==> config.mk <==
export PLATFORM = sky130hd
export DESIGN_NAME = dram_ctrl_top
export DESIGN_NICKNAME = d
export VERILOG_FILES = /design/src/dram_pkg.sv /design/src/dram_addr_mapper.sv /design/src/dram_row_table.sv /design/src/dram_timer.sv /design/src/dram_cmd_fsm.sv /design/src/dram_ctrl_top.sv
export VERILOG_INCLUDE_DIRS = /design/src
export SDC_FILE = /design/constraint.sdc
export NUM_CORES = 1
export LEC_CHECK = 0
export BUFFER_PORTS_ARGS = -buffer_cell sky130_fd_sc_hd__buf_4
export CAP_MARGIN = 20
export CORE_UTILIZATION = 55
export CTS_CLUSTER_SIZE = 14
export DETAILED_ROUTE_END_ITERATION = 16
export HOLD_SLACK_MARGIN = 0.08
export PLACE_DENSITY = 0.77
export RECOVER_POWER = 100
export SLEW_MARGIN = 10
export SYNTH_ARGS = -nofsm -noshare
export SYNTH_HDL_FRONTEND = slang
export SYNTH_SLANG_ARGS = --single-unit
==> constraint.sdc <==
create_clock -name tb_CLK -period 3.1 [get_ports tb_CLK]
set_clock_uncertainty 0.05 [all_clocks]
set_input_delay 0.93 -clock tb_CLK [delete_from_list [all_inputs] [get_ports tb_CLK]]
set_output_delay 0.93 -clock tb_CLK [all_outputs]
set_load 0.005 [all_outputs]
==> src/dram_consts.svh <==
/*
  address field positions and DRAM timing counts, all in controller cycles
  the bank, row and column fields must not overlap and must fit DRAM_ADDR_W
  every gap count must fit DRAM_TMR_W bits, and so must DRAM_T_REFI
*/
`ifndef DRAM_CONSTS_SVH
`define DRAM_CONSTS_SVH

// ******************************
// address layout
// ******************************
`define DRAM_ADDR_W     31      // flat byte address width
`define DRAM_BANK_BITS  2       // four banks
`define DRAM_ROW_BITS   15
`define DRAM_COL_BITS   10
`define DRAM_BANK_LSB   14      // bank in addr[15:14]
`define DRAM_ROW_LSB    16      // row in addr[30:16]
`define DRAM_COL_LSB    4       // col in addr[13:4], addr[3:0] dropped

// ******************************
// timing, in cycles
// ******************************
`define DRAM_T_INIT     20      // power-up wait before the first command
`define DRAM_T_RCD      3       // act to rd/wr
`define DRAM_T_RP       3       // pre/prea to next act or ref
`define DRAM_T_CL       4       // rd to completion
`define DRAM_T_WR       5       // wr to completion
`define DRAM_T_RFC      8       // ref to next command
`define DRAM_T_REFI     200     // refresh interval
`define DRAM_TMR_W      8       // width of both timer counters

`endif

==> src/dram_pkg.sv <==
/*
  field types and encodings shared by the controller blocks
  widths follow dram_consts.svh
  the command encoding is internal, there is no PHY mapping behind it
*/
`default_nettype none

`include "dram_consts.svh"

package dram_pkg;

    // address and its fields
    typedef logic [`DRAM_ADDR_W-1:0]    addr_t;
    typedef logic [`DRAM_BANK_BITS-1:0] bank_t;
    typedef logic [`DRAM_ROW_BITS-1:0]  row_t;
    typedef logic [`DRAM_COL_BITS-1:0]  col_t;

    // row table verdict for the request in idle
    typedef enum logic [1:0] {
        stat_none     = 2'b00,    // no request presented
        stat_hit      = 2'b01,    // bank open on the same row
        stat_miss     = 2'b10,    // bank closed
        stat_conflict = 2'b11     // bank open on another row
    } row_stat_t;

    // command bus encoding, nop when nothing issued
    typedef enum logic [2:0] {
        cmd_nop, cmd_act, cmd_rd, cmd_wr, cmd_pre, cmd_prea, cmd_ref
    } dram_cmd_t;

    // command fsm states, one-cycle command states each followed by a wait state
    typedef enum logic [3:0] {
        power_up,
        idle,
        activate,
        activating,
        read,
        reading,
        write,
        writing,
        precharge,
        precharging,
        prech_all,
        prech_all_wait,
        refresh,
        refreshing
    } cmd_state_t;

endpackage

`default_nettype wire

==> src/dram_addr_mapper.sv <==
/*
  splits the flat request address into bank, row and column
  req_bank/req_row follow addr directly, for the row lookup in idle
  cmd_* hold the fields captured on accept until the next accept,
  so addr may change as soon as req_done is seen
*/
`default_nettype none

`include "dram_consts.svh"

module dram_addr_mapper import dram_pkg::*; (
    input  logic  tb_CLK,
    input  logic  reset,
    input  addr_t addr,       // requester address, held with the request level
    input  logic  accept,     // fsm takes the request this cycle
    output bank_t req_bank,   // live fields for the row table
    output row_t  req_row,
    output bank_t cmd_bank,   // captured fields for the command bus
    output row_t  cmd_row,
    output col_t  cmd_col
);

    col_t req_col;    // live column, only ever registered

    // field extraction, pure slicing
    assign req_bank = addr[`DRAM_BANK_LSB +: `DRAM_BANK_BITS];
    assign req_row  = addr[`DRAM_ROW_LSB  +: `DRAM_ROW_BITS];
    assign req_col  = addr[`DRAM_COL_LSB  +: `DRAM_COL_BITS];   // low nibble ignored

    // ******************************
    // capture on accept
    // ******************************
    always_ff @(posedge tb_CLK) begin
        if (reset) begin
            cmd_bank <= '0;
            cmd_row  <= '0;
            cmd_col  <= '0;
        end else if (accept) begin
            cmd_bank <= req_bank;   // stays put for act/pre/rd/wr of this request
            cmd_row  <= req_row;
            cmd_col  <= req_col;
        end
    end

endmodule

`default_nettype wire

==> src/dram_row_table.sv <==
/*
  open-row table, one valid bit and one row per bank
  all banks closed after reset
  row_stat is combinational from req_en/req_bank/req_row and is only
  meaningful while the fsm sits in idle
  updates use the captured cmd_bank/cmd_row, never the live fields
*/
`default_nettype none

`include "dram_consts.svh"

module dram_row_table import dram_pkg::*; (
    input  logic      tb_CLK,
    input  logic      reset,
    input  logic      req_en,      // request being taken, qualifies row_stat
    input  bank_t     req_bank,
    input  row_t      req_row,
    input  logic      act_fire,    // act issued, open cmd_row in cmd_bank
    input  logic      pre_fire,    // pre issued, close cmd_bank
    input  logic      prea_fire,   // prea issued, close everything
    input  bank_t     cmd_bank,
    input  row_t      cmd_row,
    output row_stat_t row_stat,
    output logic      any_open     // at least one bank holds an open row
);

    localparam int n_banks = 1 << `DRAM_BANK_BITS;

    logic [n_banks-1:0] bank_valid;          // bank has an open row
    row_t               open_row [n_banks];  // which row, valid only with bank_valid

    // ******************************
    // state update
    // ******************************
    always_ff @(posedge tb_CLK) begin
        if (reset) begin
            bank_valid <= '0;
        end else if (prea_fire) begin
            bank_valid <= '0;                  // all banks precharged
        end else if (pre_fire) begin
            bank_valid[cmd_bank] <= 1'b0;
        end else if (act_fire) begin
            bank_valid[cmd_bank] <= 1'b1;
        end
    end

    // row storage, only read under bank_valid
    always_ff @(posedge tb_CLK) begin
        if (act_fire) begin
            open_row[cmd_bank] <= cmd_row;
        end
    end

    // ******************************
    // classification
    // ******************************
    always_comb begin
        if (!req_en) begin
            row_stat = stat_none;
        end else if (!bank_valid[req_bank]) begin
            row_stat = stat_miss;              // closed bank, needs act
        end else if (open_row[req_bank] == req_row) begin
            row_stat = stat_hit;               // go straight to rd/wr
        end else begin
            row_stat = stat_conflict;          // pre then act
        end
    end

    assign any_open = |bank_valid;   // decides whether refresh needs prea first

endmodule

`default_nettype wire

==> src/dram_timer.sv <==
/*
  one down-counter for all command gaps plus a free-running refresh pacer
  done is high for exactly one cycle, load_count cycles after start
  load_count of zero never raises done, the fsm never loads it
  after reset the gap counter runs the power-up wait by itself
  the refresh pacer stays cleared until that wait ends
*/
`default_nettype none

`include "dram_consts.svh"

module dram_timer (
    input  logic                   tb_CLK,
    input  logic                   reset,
    input  logic                   start,        // fsm issues a command this cycle
    input  logic [`DRAM_TMR_W-1:0] load_count,   // gap to wait for that command
    input  logic                   rf_ack,       // fsm issued ref
    output logic                   done,         // gap elapsed, wait state may leave
    output logic                   rf_req        // refresh due, held until rf_ack
);

    localparam logic [`DRAM_TMR_W-1:0] init_count = `DRAM_T_INIT;
    localparam logic [`DRAM_TMR_W-1:0] refi_last  = `DRAM_T_REFI - 1;
    localparam logic [`DRAM_TMR_W-1:0] cnt_one    = 1;

    logic [`DRAM_TMR_W-1:0] gap_cnt;    // cycles left in the current gap
    logic [`DRAM_TMR_W-1:0] refi_cnt;   // cycles since the last refresh tick
    logic                   init_busy;  // power-up wait still running

    assign done = (gap_cnt == cnt_one);   // last cycle of the gap

    // ******************************
    // gap counter
    // ******************************
    always_ff @(posedge tb_CLK) begin
        if (reset) begin
            gap_cnt   <= init_count;   // self start for power-up
            init_busy <= 1'b1;
        end else begin
            if (start) begin
                gap_cnt <= load_count;
            end else if (gap_cnt != '0) begin
                gap_cnt <= gap_cnt - 1'b1;   // parks at zero
            end
            if (done) begin
                init_busy <= 1'b0;           // first done ends power-up
            end
        end
    end

    // ******************************
    // refresh pacer
    // ******************************
    always_ff @(posedge tb_CLK) begin
        if (reset || init_busy) begin
            refi_cnt <= '0;
            rf_req   <= 1'b0;
        end else if (refi_cnt == refi_last) begin
            refi_cnt <= '0;
            rf_req   <= 1'b1;                // a new tick wins over a late ack
        end else begin
            refi_cnt <= refi_cnt + 1'b1;
            if (rf_ack) begin
                rf_req <= 1'b0;
            end
        end
    end

endmodule

`default_nettype wire

==> src/dram_cmd_fsm.sv <==
/*
  command fsm, includes the power-up wait as its first state
  one command per command state, each followed by a wait on the timer
  refresh beats a pending request in idle; requests are ignored while
  req_done is high, so the requester has one cycle to drop its level
  only one gap is timed at a time, no overlap across banks
*/
`default_nettype none

`include "dram_consts.svh"

module dram_cmd_fsm import dram_pkg::*; (
    input  logic                   tb_CLK,
    input  logic                   reset,
    input  logic                   rd_req,       // level, held until req_done
    input  logic                   wr_req,       // level, never with rd_req
    input  row_stat_t              row_stat,
    input  logic                   any_open,
    input  logic                   done,         // timer gap elapsed
    input  logic                   rf_req,
    output logic                   accept,       // request taken, also row lookup enable
    output logic                   act_fire,
    output logic                   pre_fire,
    output logic                   prea_fire,
    output logic                   start,        // load the timer this cycle
    output logic [`DRAM_TMR_W-1:0] load_count,
    output logic                   rf_ack,
    output dram_cmd_t              cmd,
    output cmd_state_t             cmd_state,
    output logic                   init_done,
    output logic                   req_done
);

    localparam logic [`DRAM_TMR_W-1:0] ld_rcd = `DRAM_T_RCD;
    localparam logic [`DRAM_TMR_W-1:0] ld_rp  = `DRAM_T_RP;
    localparam logic [`DRAM_TMR_W-1:0] ld_cl  = `DRAM_T_CL;
    localparam logic [`DRAM_TMR_W-1:0] ld_wr  = `DRAM_T_WR;
    localparam logic [`DRAM_TMR_W-1:0] ld_rfc = `DRAM_T_RFC;

    cmd_state_t state, state_nxt;
    logic       is_write;   // direction of the accepted request

    assign cmd_state = state;
    assign accept    = (state == idle) && (rd_req || wr_req) && !rf_req && !req_done;

    // ******************************
    // next state
    // ******************************
    always_comb begin
        state_nxt = state;
        case (state)
            power_up:       if (done) state_nxt = idle;
            idle: begin
                if (rf_req) begin
                    state_nxt = any_open ? prech_all : refresh;   // close rows first
                end else if (accept) begin
                    case (row_stat)
                        stat_hit:      state_nxt = wr_req ? write : read;
                        stat_miss:     state_nxt = activate;
                        stat_conflict: state_nxt = precharge;
                        default:       state_nxt = idle;
                    endcase
                end
            end
            activate:       state_nxt = activating;
            activating:     if (done) state_nxt = is_write ? write : read;
            read:           state_nxt = reading;
            reading:        if (done) state_nxt = idle;
            write:          state_nxt = writing;
            writing:        if (done) state_nxt = idle;
            precharge:      state_nxt = precharging;
            precharging:    if (done) state_nxt = activate;   // conflict path goes on to act
            prech_all:      state_nxt = prech_all_wait;
            prech_all_wait: if (done) state_nxt = refresh;
            refresh:        state_nxt = refreshing;
            refreshing:     if (done) state_nxt = idle;
            default:        state_nxt = idle;
        endcase
    end

    // ******************************
    // state and status registers
    // ******************************
    always_ff @(posedge tb_CLK) begin
        if (reset) begin
            state     <= power_up;
            is_write  <= 1'b0;
            init_done <= 1'b0;
            req_done  <= 1'b0;
        end else begin
            state <= state_nxt;
            if (accept) begin
                is_write <= wr_req;
            end
            if (state == power_up && done) begin
                init_done <= 1'b1;    // sticky from the first idle cycle
            end
            req_done <= (state == reading || state == writing) && done;   // lands in idle
        end
    end

    // ******************************
    // command and timer load
    // ******************************
    always_comb begin
        cmd        = cmd_nop;
        start      = 1'b0;
        load_count = '0;
        case (state)
            activate: begin
                cmd        = cmd_act;
                start      = 1'b1;
                load_count = ld_rcd;
            end
            read: begin
                cmd        = cmd_rd;
                start      = 1'b1;
                load_count = ld_cl;
            end
            write: begin
                cmd        = cmd_wr;
                start      = 1'b1;
                load_count = ld_wr;
            end
            precharge, prech_all: begin
                cmd        = (state == precharge) ? cmd_pre : cmd_prea;
                start      = 1'b1;
                load_count = ld_rp;
            end
            refresh: begin
                cmd        = cmd_ref;
                start      = 1'b1;
                load_count = ld_rfc;
            end
            default: ;   // wait states and idle issue nothing
        endcase
    end

    // row table updates ride on the command cycle
    assign act_fire  = (state == activate);
    assign pre_fire  = (state == precharge);
    assign prea_fire = (state == prech_all);
    assign rf_ack    = (state == refresh);

endmodule

`default_nettype wire

==> src/dram_ctrl_top.sv <==
/*
  controller slice top, wiring only
  one clock, synchronous active-high reset
  requests are levels held until req_done, there is no other back-pressure
  cmd_bank/cmd_row/cmd_col are valid whenever cmd is not nop
*/
`default_nettype none

`include "dram_consts.svh"

module dram_ctrl_top import dram_pkg::*; (
    input  logic       tb_CLK,
    input  logic       reset,
    input  logic       rd_req,
    input  logic       wr_req,
    input  addr_t      addr,
    output dram_cmd_t  cmd,
    output bank_t      cmd_bank,
    output row_t       cmd_row,
    output col_t       cmd_col,
    output cmd_state_t cmd_state,
    output logic       init_done,
    output logic       req_done
);

    // ******************************
    // internal nets
    // ******************************
    bank_t                  req_bank;      // live fields to the row table
    row_t                   req_row;
    logic                   accept;        // also the row lookup enable
    logic                   act_fire, pre_fire, prea_fire;
    row_stat_t              row_stat;
    logic                   any_open;
    logic                   start, done;
    logic [`DRAM_TMR_W-1:0] load_count;
    logic                   rf_req, rf_ack;

    dram_addr_mapper u_mapper (
        .tb_CLK, .reset, .addr, .accept,
        .req_bank, .req_row, .cmd_bank, .cmd_row, .cmd_col
    );

    dram_row_table u_rows (
        .tb_CLK, .reset, .req_en(accept), .req_bank, .req_row,
        .act_fire, .pre_fire, .prea_fire, .cmd_bank, .cmd_row,
        .row_stat, .any_open
    );

    dram_timer u_timer (
        .tb_CLK, .reset, .start, .load_count, .rf_ack, .done, .rf_req
    );

    dram_cmd_fsm u_fsm (
        .tb_CLK, .reset, .rd_req, .wr_req, .row_stat, .any_open, .done, .rf_req,
        .accept, .act_fire, .pre_fire, .prea_fire, .start, .load_count, .rf_ack,
        .cmd, .cmd_state, .init_done, .req_done
    );

endmodule

`default_nettype wire

==> flow_metrics.py <==
metrics = {
    "status": {
        "run_status": "completed",
    },
    "sta": {
        "layout_worst_path_cycle_share_pct": 91.9,
        "min_period_ns": 2.85,
        "final-setup-viol-count": 0,
        "worst_pin_slew_ns": 1.08,
        "fmax_ghz": 0.351,
        "slew_headroom_pct": 28.3,
        "hold_violations": 0,
        "fin_setup_tns_ns": 0,
        "whs_ns": 0.404,
        "rsz0062_at_grt": "false",
        "slew_viol_final": 0,
    },
    "synthesis": {
        "netlist-cell-type-count": 57,
        "ys_seq_area_share_pct": 59.2,
        "synth_most_common_cell": "nand2_1",
        "syn_area_um2": 4940,
        "synth_edf_count": 60,
        "yosysTopAreaCell": "edfxtp_1",
        "avgSynthCellArea_um2": 11.3,
        "ys_ff_latch": 116,
        "async_flop_share_pct": 0,
        "synth_cells": 438,
        "yosysWarnings": 0,
        "yosys-top-cells-area": "edfxtp_1, dfxtp_1, nand2_1, a21oi_1, xor2_1",
        "synth_top_flop_cell": "edfxtp_1",
        "synth_nets": 476,
        "synth_top_area_share_pct": 36.5,
        "synthTopCellsByCount": "nand2_1, edfxtp_1, dfxtp_1",
    },
    "floorplan": {
        "num_rows": 34,
        "die_x_um": 96.7,
        "pin_count": 71,
        "core_um2": 8720,
        "die_h_um": 96.7,
        "initial_core_util_pct": 56.6,
        "dieArea_um2": 9360,
    },
    "worst_setup_path": {
        "r2r_end": "u_rows.open_row[0][9]$_DFFE_PP_",
        "r2r_slack_ns": 0.47,
        "arrival_ns": 1.87,
        "crit_path_end_kind": "output pin",
        "critical_path_class": "reg -> out",
        "crit_required_ns": 2.12,
        "crit_path_max_incr_delay_ns": 0.77,
        "crit_buf_inv": 1,
        "r2r-start": "u_fsm.cmd_state[1]$_SDFFE_PP0P_",
        "crit_slowest_cell": "dfxtp_1",
        "path_max_fanout": 22,
        "worstRegToRegCells": 4,
        "crit_family": "flip-flops",
        "startpoint": "u_fsm.cmd_state[2]$_SDFFE_PP0P_",
        "cp-start-kind": "flip-flop",
        "crit_chain": "nand2b_1 -> a21oi_1 -> clkbuf_4",
    },
    "clocking": {
        "cts_resized": 0,
        "worstSkewPairLatency_ns": 0.51,
        "post_cts_buffers": 0,
        "cts_max_level": 4,
        "cts_buffers": 17,
        "cts_sinks": 116,
        "cts_tree": "yes",
        "hold_buffers": 0,
        "root_buffer": "clkbuf_8",
        "cts_buffer_depth": 2,
        "clk_pin_slew_ns": 0.06,
    },
    "power_and_ir_drop": {
        "total_power_mw": 4.74,
        "powerDensity_nw_per_um2": 777,
        "max-vdd-ir-drop_v": 0.000527,
        "p_leak_nw": 2.31,
    },
    "cells_and_area": {
        "layout-drive-gt1-share_pct": 21.7,
        "area_growth_pct": 23.7,
        "design_area_um2": 6110,
        "nets": 550,
        "diodes": 0,
    },
    "routing": {
        "drt_iter0_drc": 228,
        "postRouteAntennaNets": 0,
        "routed_via_density": 5.71,
        "firstDrtPassIters": 4,
        "drc_errors": 0,
        "post_drt_wl_per_cell_um": 17.1,
        "vias": 3615,
        "wl_um": 10900,
    },
    "min_path": {
        "hold_path.class": "reg -> reg",
        "hp-start": "u_mapper.cmd_col[1]$_SDFFE_PP0N_",
        "holdPathStages": 2,
        "holdPathEnd": "u_mapper.cmd_col[1]$_SDFFE_PP0N_",
    },
    "global_routing": {
        "overflow": 0,
        "grt_pass1_vias": 3583,
        "antenna_found_initial": 0,
        "gr-usage-all-layers_pct": 24.8,
        "grt_max_degree": 43,
        "grt_pass1_wl_um": 18000,
    },
    "place": {
        "hpwl_um": 6770,
        "place_area_um2": 5560,
        "place_congestion": 0.857,
        "port_buffers": 66,
    },
    "flow_run": {
        "maxCapViolCount": 0,
    },
}
tightest hold or removal path, cell delays in order, from the launching register on:
cell	delay, ns
dfxtp_1	0.30
nand2_1	0.05
a21oi_1	0.05
cell type report:
type / count / area [um^2]
clock buffer: 19 / 442
clock inverter: 13 / 146
fill: 634 / 2620
inverter: 8 / 30.0
multi-input combinational: 292 / 1870
sequential: 116 / 2920
tap: 108 / 135
timing repair buffer: 77 / 558
stage by stage:
| stage | setup WS, ns | utilization [%] | std cells |
|---|---|---|---|
| 6_report | 0.250 | 70.0 | 633 |
| 5_1_grt | 0.106 | 70.0 | 633 |
| 2_1_floorplan | 0.544 | - | 438 |
| 4_1_cts | 0.231 | 70.5 | 633 |
| 3_3_place_gp | 0.220 | 63.8 | 601 |
| 3_5_place_dp | 0.205 | 63.8 | 601 |
where the power goes:
part	internal, mW	total (mW)	switching (mW)	leakage [nW]
registers	1.77	1.89	0.120	1.01
clock network	1.19	1.90	0.711	0.273
logic	0.408	0.949	0.540	1.03
total	3.37	4.74	1.37	2.31
worst max path at each step:
| stage | cells after the start | slack, ns | endpoint |
|---|---|---|---|
| after floorplan | 7 | 0.54 | u_fsm.cmd_state[3]$_SDFFE_PP0P_ |
| after global placement | 7 | 0.22 | u_fsm.cmd_state[3]$_SDFFE_PP0P_ |
| after detailed placement | 7 | 0.20 | u_fsm.cmd_state[3]$_SDFFE_PP0P_ |
| after CTS | 3 | 0.23 | cmd[1] |
| after global routing | 3 | 0.11 | cmd[1] |
| final | 3 | 0.25 | cmd[1] |
kinds of logic after synthesis:
| group | synth area share [%] |
|---|---|
| buf+inv | 2.79 |
| mux | 7.35 |
| simple gates | 14.1 |
| compound gates | 10.3 |
| xor+xnor | 5.50 |
| fa+ha+maj | 0.760 |
| flops | 59.2 |
cell usage in the layout, fill, tap and decap left out, types with 11 or more instances in the layout:
cell type	count
a21oi_1	46
buf_4	36
clkbuf_16	16
clkbuf_4	31
dfxtp_1	56
edfxtp_1	60
mux2i_1	16
nand2_1	72
nor2_1	25
nor3_1	11
o21ai_0	11
xor2_1	24
layer usage:
layer | global-route usage [%] | share of wire [%] | vias up
met2 | 40.7 | 51 | 118
li1 | - | - | 1734
met1 | 31.5 | 42 | 1747
met5 | 0 | 0 | -
met3 | 6.07 | 4.9 | 16
met4 | 10.4 | 1.8 | 0
state kept, by name, summed over array words and instances, names as in the netlist, named ones only:
name               cells
u_timer.rf_req         1
u_fsm.cmd_state        4
u_timer.gap_cnt        8
u_fsm.is_write         1
u_mapper.cmd_col      10
u_mapper.cmd_row      15
u_fsm.req_done         1
u_timer.init_busy      1
u_timer.refi_cnt       8
u_mapper.cmd_bank      2
u_fsm.init_done        1
u_rows.open_row       60
(Power assumes the default switching activity.)
